[src/design/cpu_pkg.sv]
`default_nettype none

package cpu_pkg;

    ////////////////////
    // Base types
    ////////////////////
    typedef logic [31:0] word_t;     // Data and address word
    typedef logic [4:0]  reg_idx_t;  // x0..x31

    // ALU operation select
    typedef enum logic [2:0] {
        ALU_ADD = 3'd0,
        ALU_SUB = 3'd1,
        ALU_AND = 3'd2,
        ALU_OR  = 3'd3,
        ALU_XOR = 3'd4,
        ALU_SLT = 3'd5   // Signed compare
    } alu_op_t;

    ////////////////////
    // RV32I major opcodes
    ////////////////////
    localparam logic [6:0] OP_R      = 7'b0110011;
    localparam logic [6:0] OP_I      = 7'b0010011;
    localparam logic [6:0] OP_LOAD   = 7'b0000011;
    localparam logic [6:0] OP_STORE  = 7'b0100011;
    localparam logic [6:0] OP_BRANCH = 7'b1100011;
    localparam logic [6:0] OP_JAL    = 7'b1101111;

    ////////////////////
    // Pipeline bundles
    ////////////////////
    typedef struct packed {
        reg_idx_t dest_reg;   // Register to write
        logic     reg_write;  // Only set for rd != x0
        logic     mem_read;
        logic     mem_write;
        alu_op_t  alu_op;
        logic     alu_src;    // Immediate as second operand
        logic     wb_src;     // Memory data instead of ALU
        logic     branch;
        logic     branch_ne;  // BNE instead of BEQ
        logic     jump;
    } ctrl_t;

    typedef struct packed {
        word_t    pc;
        word_t    rdata1;
        word_t    rdata2;
        word_t    immd;
        reg_idx_t rs1;
        reg_idx_t rs2;
        ctrl_t    ctrl;
    } id_ex_t;

    typedef struct packed {
        word_t pc4;         // Link value for JAL
        word_t alu_result;  // Also the memory address
        word_t store_data;
        ctrl_t ctrl;
    } ex_mem_t;

    typedef struct packed {
        word_t pc4;
        word_t alu_result;
        word_t mem_data;
        ctrl_t ctrl;
    } mem_wb_t;

endpackage

`default_nettype wire

[src/design/decode_unit.sv]
`timescale 1ns/1ps
`default_nettype none

module decode_unit (
    input  cpu_pkg::word_t    instr,
    output cpu_pkg::ctrl_t    ctrl,
    output cpu_pkg::word_t    immd,
    output cpu_pkg::reg_idx_t rs1,
    output cpu_pkg::reg_idx_t rs2,
    output logic              use_rs1,  // Instruction really reads rs1
    output logic              use_rs2
);

    logic [6:0]        opcode;
    logic [2:0]        funct3;
    logic [6:0]        funct7;
    cpu_pkg::reg_idx_t rd;

    assign opcode = instr[6:0];
    assign funct3 = instr[14:12];
    assign funct7 = instr[31:25];
    assign rd     = instr[11:7];
    assign rs1    = instr[19:15];
    assign rs2    = instr[24:20];

    ////////////////////
    // Control and immediate
    ////////////////////
    always_comb begin
        ctrl    = '0;  // Unknown encodings stay a bubble
        immd    = '0;
        use_rs1 = 1'b0;
        use_rs2 = 1'b0;
        case (opcode)
            cpu_pkg::OP_R: begin
                use_rs1 = 1'b1;
                use_rs2 = 1'b1;
                ctrl.reg_write = (rd != '0);
                ctrl.dest_reg  = rd;
                case ({funct7, funct3})
                    {7'h00, 3'b000}: ctrl.alu_op = cpu_pkg::ALU_ADD;
                    {7'h20, 3'b000}: ctrl.alu_op = cpu_pkg::ALU_SUB;
                    {7'h00, 3'b111}: ctrl.alu_op = cpu_pkg::ALU_AND;
                    {7'h00, 3'b110}: ctrl.alu_op = cpu_pkg::ALU_OR;
                    {7'h00, 3'b100}: ctrl.alu_op = cpu_pkg::ALU_XOR;
                    {7'h00, 3'b010}: ctrl.alu_op = cpu_pkg::ALU_SLT;
                    default: begin
                        ctrl    = '0;  // Not in the subset
                        use_rs1 = 1'b0;
                        use_rs2 = 1'b0;
                    end
                endcase
            end
            cpu_pkg::OP_I: begin
                if (funct3 == 3'b000) begin  // ADDI only
                    use_rs1 = 1'b1;
                    ctrl.reg_write = (rd != '0);
                    ctrl.dest_reg  = rd;
                    ctrl.alu_src   = 1'b1;
                    immd = {{20{instr[31]}}, instr[31:20]};
                end
            end
            cpu_pkg::OP_LOAD: begin
                if (funct3 == 3'b010) begin  // LW
                    use_rs1 = 1'b1;
                    ctrl.reg_write = (rd != '0);
                    ctrl.dest_reg  = rd;
                    ctrl.mem_read  = 1'b1;
                    ctrl.alu_src   = 1'b1;
                    ctrl.wb_src    = 1'b1;
                    immd = {{20{instr[31]}}, instr[31:20]};
                end
            end
            cpu_pkg::OP_STORE: begin
                if (funct3 == 3'b010) begin  // SW
                    use_rs1 = 1'b1;
                    use_rs2 = 1'b1;  // Store data
                    ctrl.mem_write = 1'b1;
                    ctrl.alu_src   = 1'b1;
                    immd = {{20{instr[31]}}, instr[31:25], instr[11:7]};
                end
            end
            cpu_pkg::OP_BRANCH: begin
                if (funct3 == 3'b000 || funct3 == 3'b001) begin  // BEQ, BNE
                    use_rs1 = 1'b1;
                    use_rs2 = 1'b1;
                    ctrl.branch    = 1'b1;
                    ctrl.branch_ne = funct3[0];
                    immd = {{19{instr[31]}}, instr[31], instr[7],
                            instr[30:25], instr[11:8], 1'b0};
                end
            end
            cpu_pkg::OP_JAL: begin
                ctrl.jump      = 1'b1;
                ctrl.reg_write = (rd != '0);  // JAL x0 is a plain jump
                ctrl.dest_reg  = rd;
                immd = {{11{instr[31]}}, instr[31], instr[19:12],
                        instr[20], instr[30:21], 1'b0};
            end
            default: ;
        endcase
    end

endmodule

`default_nettype wire

[src/design/exec_unit.sv]
`timescale 1ns/1ps
`default_nettype none

module exec_unit (
    input  cpu_pkg::id_ex_t ex,
    output cpu_pkg::word_t  alu_result,
    output logic            redirect,     // Taken branch or jump
    output cpu_pkg::word_t  redirect_pc
);

    cpu_pkg::word_t op_a;
    cpu_pkg::word_t op_b;
    logic           equal;
    logic           taken;

    assign op_a = ex.rdata1;
    assign op_b = ex.ctrl.alu_src ? ex.immd : ex.rdata2;  // Immediate or rs2

    ////////////////////
    // ALU
    ////////////////////
    always_comb begin
        case (ex.ctrl.alu_op)
            cpu_pkg::ALU_ADD: alu_result = op_a + op_b;
            cpu_pkg::ALU_SUB: alu_result = op_a - op_b;
            cpu_pkg::ALU_AND: alu_result = op_a & op_b;
            cpu_pkg::ALU_OR:  alu_result = op_a | op_b;
            cpu_pkg::ALU_XOR: alu_result = op_a ^ op_b;
            cpu_pkg::ALU_SLT: begin
                // Signed less-than, result is 0 or 1
                alu_result = {31'd0, $signed(op_a) < $signed(op_b)};
            end
            default: alu_result = op_a + op_b;
        endcase
    end

    ////////////////////
    // Branch and jump
    ////////////////////
    assign equal = (ex.rdata1 == ex.rdata2);  // Always registers, never immd

    // BNE inverts the compare
    assign taken = ex.ctrl.branch & (equal ^ ex.ctrl.branch_ne);

    assign redirect    = taken | ex.ctrl.jump;
    assign redirect_pc = ex.pc + ex.immd;  // Same target form for B and J

endmodule

`default_nettype wire

[src/design/hazard_unit.sv]
`timescale 1ns/1ps
`default_nettype none

module hazard_unit (
    input  cpu_pkg::reg_idx_t rs1,
    input  cpu_pkg::reg_idx_t rs2,
    input  logic              use_rs1,
    input  logic              use_rs2,
    input  cpu_pkg::ctrl_t    ex_ctrl,   // Instruction in execute
    input  cpu_pkg::ctrl_t    mem_ctrl,  // Instruction in memory
    input  logic              redirect,
    output logic              stall,
    output logic              flush
);

    logic raw_rs1;
    logic raw_rs2;

    // Source matches a pending write still ahead of writeback
    assign raw_rs1 = use_rs1 && (rs1 != '0) &&
                     ((ex_ctrl.reg_write  && ex_ctrl.dest_reg  == rs1) ||
                      (mem_ctrl.reg_write && mem_ctrl.dest_reg == rs1));
    assign raw_rs2 = use_rs2 && (rs2 != '0) &&
                     ((ex_ctrl.reg_write  && ex_ctrl.dest_reg  == rs2) ||
                      (mem_ctrl.reg_write && mem_ctrl.dest_reg == rs2));

    ////////////////////
    // Priority
    ////////////////////
    assign flush = redirect;                          // Decode is wrong path
    assign stall = (raw_rs1 | raw_rs2) & ~redirect;   // No point holding it

    // Both at once would hold a wrong-path instruction in IF/ID
    always_comb begin
        a_no_stall_flush: assert final (!(stall && flush));
    end

endmodule

`default_nettype wire

[src/design/id_ex_reg.sv]
`timescale 1ns/1ps
`default_nettype none

module id_ex_reg (
    input  logic            clk,
    input  logic            rst,
    input  logic            bubble,  // Stall or flush from hazard unit
    input  cpu_pkg::id_ex_t d,
    output cpu_pkg::id_ex_t q
);

    ////////////////////
    // Decode to execute
    ////////////////////
    always_ff @(posedge clk or posedge rst) begin
        if (rst) begin
            q <= '0;  // Starts as a bubble
        end else begin
            q <= d;
            if (bubble) begin
                q.ctrl <= '0;  // Data passes, control is killed
            end
        end
    end

    // A bubble never leaves a side effect in execute
    a_bubble_no_effect: assert property (@(posedge clk) disable iff (rst)
        bubble |=> !(q.ctrl.reg_write || q.ctrl.mem_read || q.ctrl.mem_write
                     || q.ctrl.branch || q.ctrl.jump));

endmodule

`default_nettype wire

[src/design/pipe_core.sv]
`timescale 1ns/1ps
`default_nettype none

module pipe_core #(
    parameter cpu_pkg::word_t RESET_PC = '0
) (
    input  logic              clk,
    input  logic              rst,
    output cpu_pkg::word_t    imem_addr,
    input  cpu_pkg::word_t    imem_data,
    output cpu_pkg::word_t    dmem_addr,
    output cpu_pkg::word_t    dmem_wdata,
    output logic              dmem_we,
    output logic              dmem_re,
    input  cpu_pkg::word_t    dmem_rdata,
    output logic              wb_valid,
    output cpu_pkg::reg_idx_t wb_rd,
    output cpu_pkg::word_t    wb_data
);

    cpu_pkg::word_t    pc;
    cpu_pkg::word_t    if_id_pc;
    cpu_pkg::word_t    if_id_instr;
    cpu_pkg::ctrl_t    dec_ctrl;
    cpu_pkg::word_t    dec_immd;
    cpu_pkg::reg_idx_t dec_rs1;
    cpu_pkg::reg_idx_t dec_rs2;
    logic              dec_use_rs1;
    logic              dec_use_rs2;
    cpu_pkg::word_t    rf_rdata1;
    cpu_pkg::word_t    rf_rdata2;
    cpu_pkg::id_ex_t   id_ex_d;
    cpu_pkg::id_ex_t   id_ex_q;
    cpu_pkg::word_t    alu_result;
    logic              redirect;
    cpu_pkg::word_t    redirect_pc;
    logic              stall;
    logic              flush;
    cpu_pkg::ex_mem_t  ex_mem;
    cpu_pkg::mem_wb_t  mem_wb;

    ////////////////////
    // Fetch
    ////////////////////
    always_ff @(posedge clk or posedge rst) begin
        if (rst) begin
            pc <= RESET_PC;
        end else if (redirect) begin
            pc <= redirect_pc;  // Branch or jump from execute
        end else if (!stall) begin
            pc <= pc + 32'd4;
        end
    end

    assign imem_addr = pc;

    always_ff @(posedge clk or posedge rst) begin
        if (rst) begin
            if_id_pc    <= '0;
            if_id_instr <= '0;  // Opcode 0 decodes as a bubble
        end else if (flush) begin
            if_id_pc    <= '0;
            if_id_instr <= '0;  // Kill wrong-path fetch
        end else if (!stall) begin
            if_id_pc    <= pc;
            if_id_instr <= imem_data;
        end
    end

    ////////////////////
    // Decode
    ////////////////////
    decode_unit decode_unit_inst (
        .instr   (if_id_instr),
        .ctrl    (dec_ctrl),
        .immd    (dec_immd),
        .rs1     (dec_rs1),
        .rs2     (dec_rs2),
        .use_rs1 (dec_use_rs1),
        .use_rs2 (dec_use_rs2)
    );

    reg_file reg_file_inst (
        .clk    (clk),
        .rst    (rst),
        .raddr1 (dec_rs1),
        .raddr2 (dec_rs2),
        .waddr  (wb_rd),
        .we     (wb_valid),
        .wdata  (wb_data),
        .rdata1 (rf_rdata1),
        .rdata2 (rf_rdata2)
    );

    hazard_unit hazard_unit_inst (
        .rs1      (dec_rs1),
        .rs2      (dec_rs2),
        .use_rs1  (dec_use_rs1),
        .use_rs2  (dec_use_rs2),
        .ex_ctrl  (id_ex_q.ctrl),
        .mem_ctrl (ex_mem.ctrl),
        .redirect (redirect),
        .stall    (stall),
        .flush    (flush)
    );

    assign id_ex_d = '{pc: if_id_pc, rdata1: rf_rdata1, rdata2: rf_rdata2, immd: dec_immd,
                       rs1: dec_rs1, rs2: dec_rs2, ctrl: dec_ctrl};

    id_ex_reg id_ex_reg_inst (
        .clk    (clk),
        .rst    (rst),
        .bubble (stall | flush),
        .d      (id_ex_d),
        .q      (id_ex_q)
    );

    ////////////////////
    // Execute
    ////////////////////
    exec_unit exec_unit_inst (
        .ex          (id_ex_q),
        .alu_result  (alu_result),
        .redirect    (redirect),
        .redirect_pc (redirect_pc)
    );

    always_ff @(posedge clk or posedge rst) begin
        if (rst) begin
            ex_mem <= '0;
        end else begin
            ex_mem.pc4        <= id_ex_q.pc + 32'd4;  // JAL link value
            ex_mem.alu_result <= alu_result;
            ex_mem.store_data <= id_ex_q.rdata2;
            ex_mem.ctrl       <= id_ex_q.ctrl;
        end
    end

    ////////////////////
    // Memory
    ////////////////////
    assign dmem_addr  = ex_mem.alu_result;
    assign dmem_wdata = ex_mem.store_data;
    assign dmem_we    = ex_mem.ctrl.mem_write;
    assign dmem_re    = ex_mem.ctrl.mem_read;

    always_ff @(posedge clk or posedge rst) begin
        if (rst) begin
            mem_wb <= '0;
        end else begin
            mem_wb.pc4        <= ex_mem.pc4;
            mem_wb.alu_result <= ex_mem.alu_result;
            mem_wb.mem_data   <= dmem_rdata;  // Same-cycle read data
            mem_wb.ctrl       <= ex_mem.ctrl;
        end
    end

    ////////////////////
    // Writeback
    ////////////////////
    assign wb_valid = mem_wb.ctrl.reg_write && (mem_wb.ctrl.dest_reg != '0);
    assign wb_rd    = mem_wb.ctrl.dest_reg;
    assign wb_data  = mem_wb.ctrl.wb_src ? mem_wb.mem_data :
                      mem_wb.ctrl.jump   ? mem_wb.pc4      : mem_wb.alu_result;

endmodule

`default_nettype wire

[src/design/reg_file.sv]
`timescale 1ns/1ps
`default_nettype none

module reg_file (
    input  logic              clk,
    input  logic              rst,
    input  cpu_pkg::reg_idx_t raddr1,
    input  cpu_pkg::reg_idx_t raddr2,
    input  cpu_pkg::reg_idx_t waddr,
    input  logic              we,
    input  cpu_pkg::word_t    wdata,
    output cpu_pkg::word_t    rdata1,
    output cpu_pkg::word_t    rdata2
);

    cpu_pkg::word_t regs [32];

    always_ff @(posedge clk or posedge rst) begin
        if (rst) begin
            for (int i = 0; i < 32; i++) begin
                regs[i] <= '0;
            end
        end else if (we && waddr != '0) begin  // x0 never written
            regs[waddr] <= wdata;
        end
    end

    // Write-first bypass, so writeback never stalls decode
    assign rdata1 = (raddr1 == '0)                ? '0    :
                    (we && waddr == raddr1)       ? wdata : regs[raddr1];
    assign rdata2 = (raddr2 == '0)                ? '0    :
                    (we && waddr == raddr2)       ? wdata : regs[raddr2];

    // x0 reads zero on both ports, even while x0 is the write target
    a_x0_zero: assert property (@(posedge clk) disable iff (rst)
        regs[0] == '0 && (raddr1 != '0 || rdata1 == '0) && (raddr2 != '0 || rdata2 == '0));

endmodule

`default_nettype wire

[config.mk]
export PLATFORM = sky130hd
export DESIGN_NAME = pipe_core
export DESIGN_NICKNAME = d
export VERILOG_FILES = /design/src/design/cpu_pkg.sv /design/src/design/decode_unit.sv /design/src/design/exec_unit.sv /design/src/design/hazard_unit.sv /design/src/design/id_ex_reg.sv /design/src/design/pipe_core.sv /design/src/design/reg_file.sv
export SDC_FILE = /design/constraint.sdc
export NUM_CORES = 2
export LEC_CHECK = 0
export BUFFER_PORTS_ARGS = -buffer_cell sky130_fd_sc_hd__buf_2
export CAP_MARGIN = 10
export CORE_UTILIZATION = 58
export CTS_CLUSTER_SIZE = 10
export DETAILED_ROUTE_END_ITERATION = 8
export PLACE_DENSITY = 0.75
export SETUP_SLACK_MARGIN = 0.15
export SLEW_MARGIN = 20
export SYNTH_ARGS = -nofsm -noshare
export SYNTH_HDL_FRONTEND = slang
export SYNTH_SLANG_ARGS = --single-unit
[constraint.sdc]
create_clock -name clk -period 48.4 [get_ports clk]
set_clock_uncertainty 0.15 [all_clocks]
set_input_delay 2.42 -clock clk [delete_from_list [all_inputs] [get_ports clk]]
set_output_delay 2.42 -clock clk [all_outputs]
set_load 0.03 [all_outputs]
==> results.sh <==
export IMPL_routabilityCongestion=0.990
export IMPL_cp_data_required_time_ns=45.83
export IMPL_hold_path_endpoint="mem_wb[108]"
export IMPL_crit_family="buffers and inverters"
export IMPL_rr_worst_depth=7
export IMPL_root_buffer="clkbuf_16"
export IMPL_period_share_pct=12.5
export IMPL_cp_start_kind="flip-flop"
export IMPL_r2r_start="if_id_instr[15]"
export IMPL_finalCoreUtilization_pct=63.2
export IMPL_synth_seq_cells=1461
export IMPL_wirelength_mm=237
export IMPL_whs_ns=0.171
export IMPL_ctsHoldBuffers=0
export IMPL_yosys_area_top_type="dfrtp_1"
export IMPL_clock_latency_ns=0.82
export IMPL_finalHoldViolations=0
export IMPL_finalSetupViolCount=0
export IMPL_grt_usage_pct=36.3
export IMPL_slew_headroom_pct=22.9
export IMPL_post_dp_hpwl_mm=145
export IMPL_antenna_found_initial=12
export IMPL_async_reset_ff_share_pct=100
export IMPL_max_clock_path_buffers=3
export IMPL_hold_path_class="flip-flop to flip-flop"
export IMPL_io_buffer_count=201
export IMPL_grt_max_degree=184
export IMPL_clock_sinks=1461
export IMPL_netlist_area_mm2=0.0760
export IMPL_leakagePower_nw=36.0
export IMPL_clk_pin_slew_ns=0.05
export IMPL_nNetsFinal=6861
export IMPL_yosys_warnings=0
export IMPL_critPathKind="flip-flop to output port"
export IMPL_min_delay_start="ex_mem[108]"
export IMPL_initial_core_util_pct=58.6
export IMPL_grt_overflow=0
export IMPL_netlist_instances=6864
export IMPL_power_total_mw=2.61
export IMPL_ir_worst_vdd_uv=39.3
export IMPL_fin_area_mm2=0.0820
export IMPL_placement_rows=132
export IMPL_drv_slew=0
export IMPL_p_per_area_mw_per_mm2=31.8
export IMPL_die_w_um=364
export IMPL_ios=202
export IMPL_cp_end_kind="output port"
export IMPL_crit_chain="buf_4, mux2i_1, o21a_1, inv_1, buf_2"
export IMPL_worst_pin_slew_ns=1.16
export IMPL_r2r_end="id_ex_reg_inst.q[108]"
export IMPL_path_max_fanout=32
export IMPL_drc=0
export IMPL_tns_ns=0
export IMPL_place_area_mm2=0.0773
export IMPL_dieHeight_um=364
export IMPL_synth_area_leaders="dfrtp_1 48%, mux4_2 18%, o21ai_0 7.1%"
export IMPL_synth_edf_count=0
export IMPL_rsz0062_at_grt="no"
export IMPL_cts_tree="yes"
export IMPL_synth_distinct_cells=85
export IMPL_status="completed"
export IMPL_core_area_mm2=0.130
export IMPL_synth_top_flop_cell="dfrtp_1"
export IMPL_syn_to_final_growth_pct=7.87
export IMPL_yosys_area_top_type_share_pct=48.1
export IMPL_period_minus_slack_ns=6.06
export IMPL_drv_cap=0
export IMPL_ys_seq_area_share_pct=48.1
export IMPL_ant_nets=0
export IMPL_path_buf_inv=3
export IMPL_post_cts_buffers=0
export IMPL_hold_depth=0
export IMPL_drt_wirelength_per_cell_um=28.1
export IMPL_clock_fmax_mhz=165
export IMPL_r2r_setup_slack_ns=43.06
export IMPL_dr_pass1_iters=8
export IMPL_via_per_inst=6.76
export IMPL_slowest_stage="o21a_1"
export IMPL_syn_area_per_cell_um2=11.1
export IMPL_h_tree_depth=4
export IMPL_final_common_cell="dfrtp_1"
export IMPL_seq_area_mm2=0.0366
export IMPL_cts_resized=0
export IMPL_cpPeakStageDelay_ns=0.89
export IMPL_synth_nets=7071
export IMPL_num_vias=57020
export IMPL_multi_input_area_mm2=0.0361
export IMPL_final_cell_mix="1,448 x dfrtp_1, 1,151 x nand2_1, 1,078 x o21ai_0"
export IMPL_drtIter0Drc=7230
export IMPL_drive_above_1_share_pct=17.7
export IMPL_crit_arrival_ns=3.49
export IMPL_fill_cells=9776
export IMPL_grt_pass1_wl_mm=356
export IMPL_numCtsBuffers=167
export IMPL_grt_pass1_vias=56391
export IMPL_die_area_mm2=0.133
worst register-to-register path: cells and delay by family (launching register included):
family	cells	cell delay, ns
DFF	1	0.87
AOI/OAI and AO/OA	2	0.69
buffers and inverters	3	2.28
muxes	2	1.17
cells in the mapped netlist (57+ instances only):
cell type and count:
a211oi_1 139, a21oi_1 174, buf_2 79, buf_4 77, clkbuf_1 480, dfrtp_1 1461
ha_1 138, inv_1 148, mux2i_1 247, mux4_2 594, nand2_1 1182, nand3_1 62
nor2_1 263, o21ai_0 1078, xnor2_1 120, xor2_1 57
how the worst max path moves through the flow:
stage,start,end,cells after the start
2_1_floorplan,rst,dmem_addr[0],1
3_3_place_gp,rst,mem_wb[3],5
3_5_place_dp,rst,mem_wb[3],5
4_1_cts,mem_wb[0],wb_data[16],5
5_1_grt,mem_wb[0],wb_data[13],5
6_report,mem_wb[0],wb_data[13],5
cell type report:
cell class              instances  share of cell area, %
repair buffers                300                   2.28
multi-input cells            4574                   44.0
inverters                     150                  0.696
clock buffers                 189                   5.28
flip-flops and latches       1461                   44.6
clock inverters                19                  0.427
well taps                    1742                   2.66
diodes                          6                 0.0183
cell families (layout without fill, tap and decap cells):
group	count (synthesis)	count (layout)	share of synthesized area [%]
simple gates	1770	1770	9.79
compound gates	1640	1640	12.2
flops	1461	1461	48.1
mux	846	846	20.9
buf+inv	829	658	4.60
xor+xnor	177	177	2.04
fa+ha+maj	141	141	2.35
other cells	0	6	0
report_power, final:
part	internal (mW)	total, mW	leakage (nW)	switching (mW)
clock network	0.636	1.14	2.28	0.502
logic	0.0622	0.192	13.5	0.130
registers	1.25	1.28	20.1	0.0317
per-layer routing:
layer,vias to the layer above,track usage (%),share of wire (%)
li1,23965,-,-
met4,10,22.2,6.7
met1,28815,47.4,37
met2,3417,55.0,46
met5,-,0,0.029
met3,813,8.88,11
stage by stage:
stage               cells  worst slack [ns]
floorplan            6864              4.62
global placement     8226             42.34
detailed placement   8226             42.27
CTS                  8434             42.26
global route         8438             42.28
finish               8441             42.34
flip-flops by register name, indices dropped and copies added, names as in the netlist:
signal              flops
dmem_wdata             32
dmem_re                 1
if_id_pc               32
ex_mem                 39
mem_wb                 99
imem_addr              32
wb_rd                   5
reg_file_inst.regs   1024
dmem_addr              32
id_ex_reg_inst.q      132
if_id_instr            32
dmem_we                 1
Power figures use the tool's default switching activity.
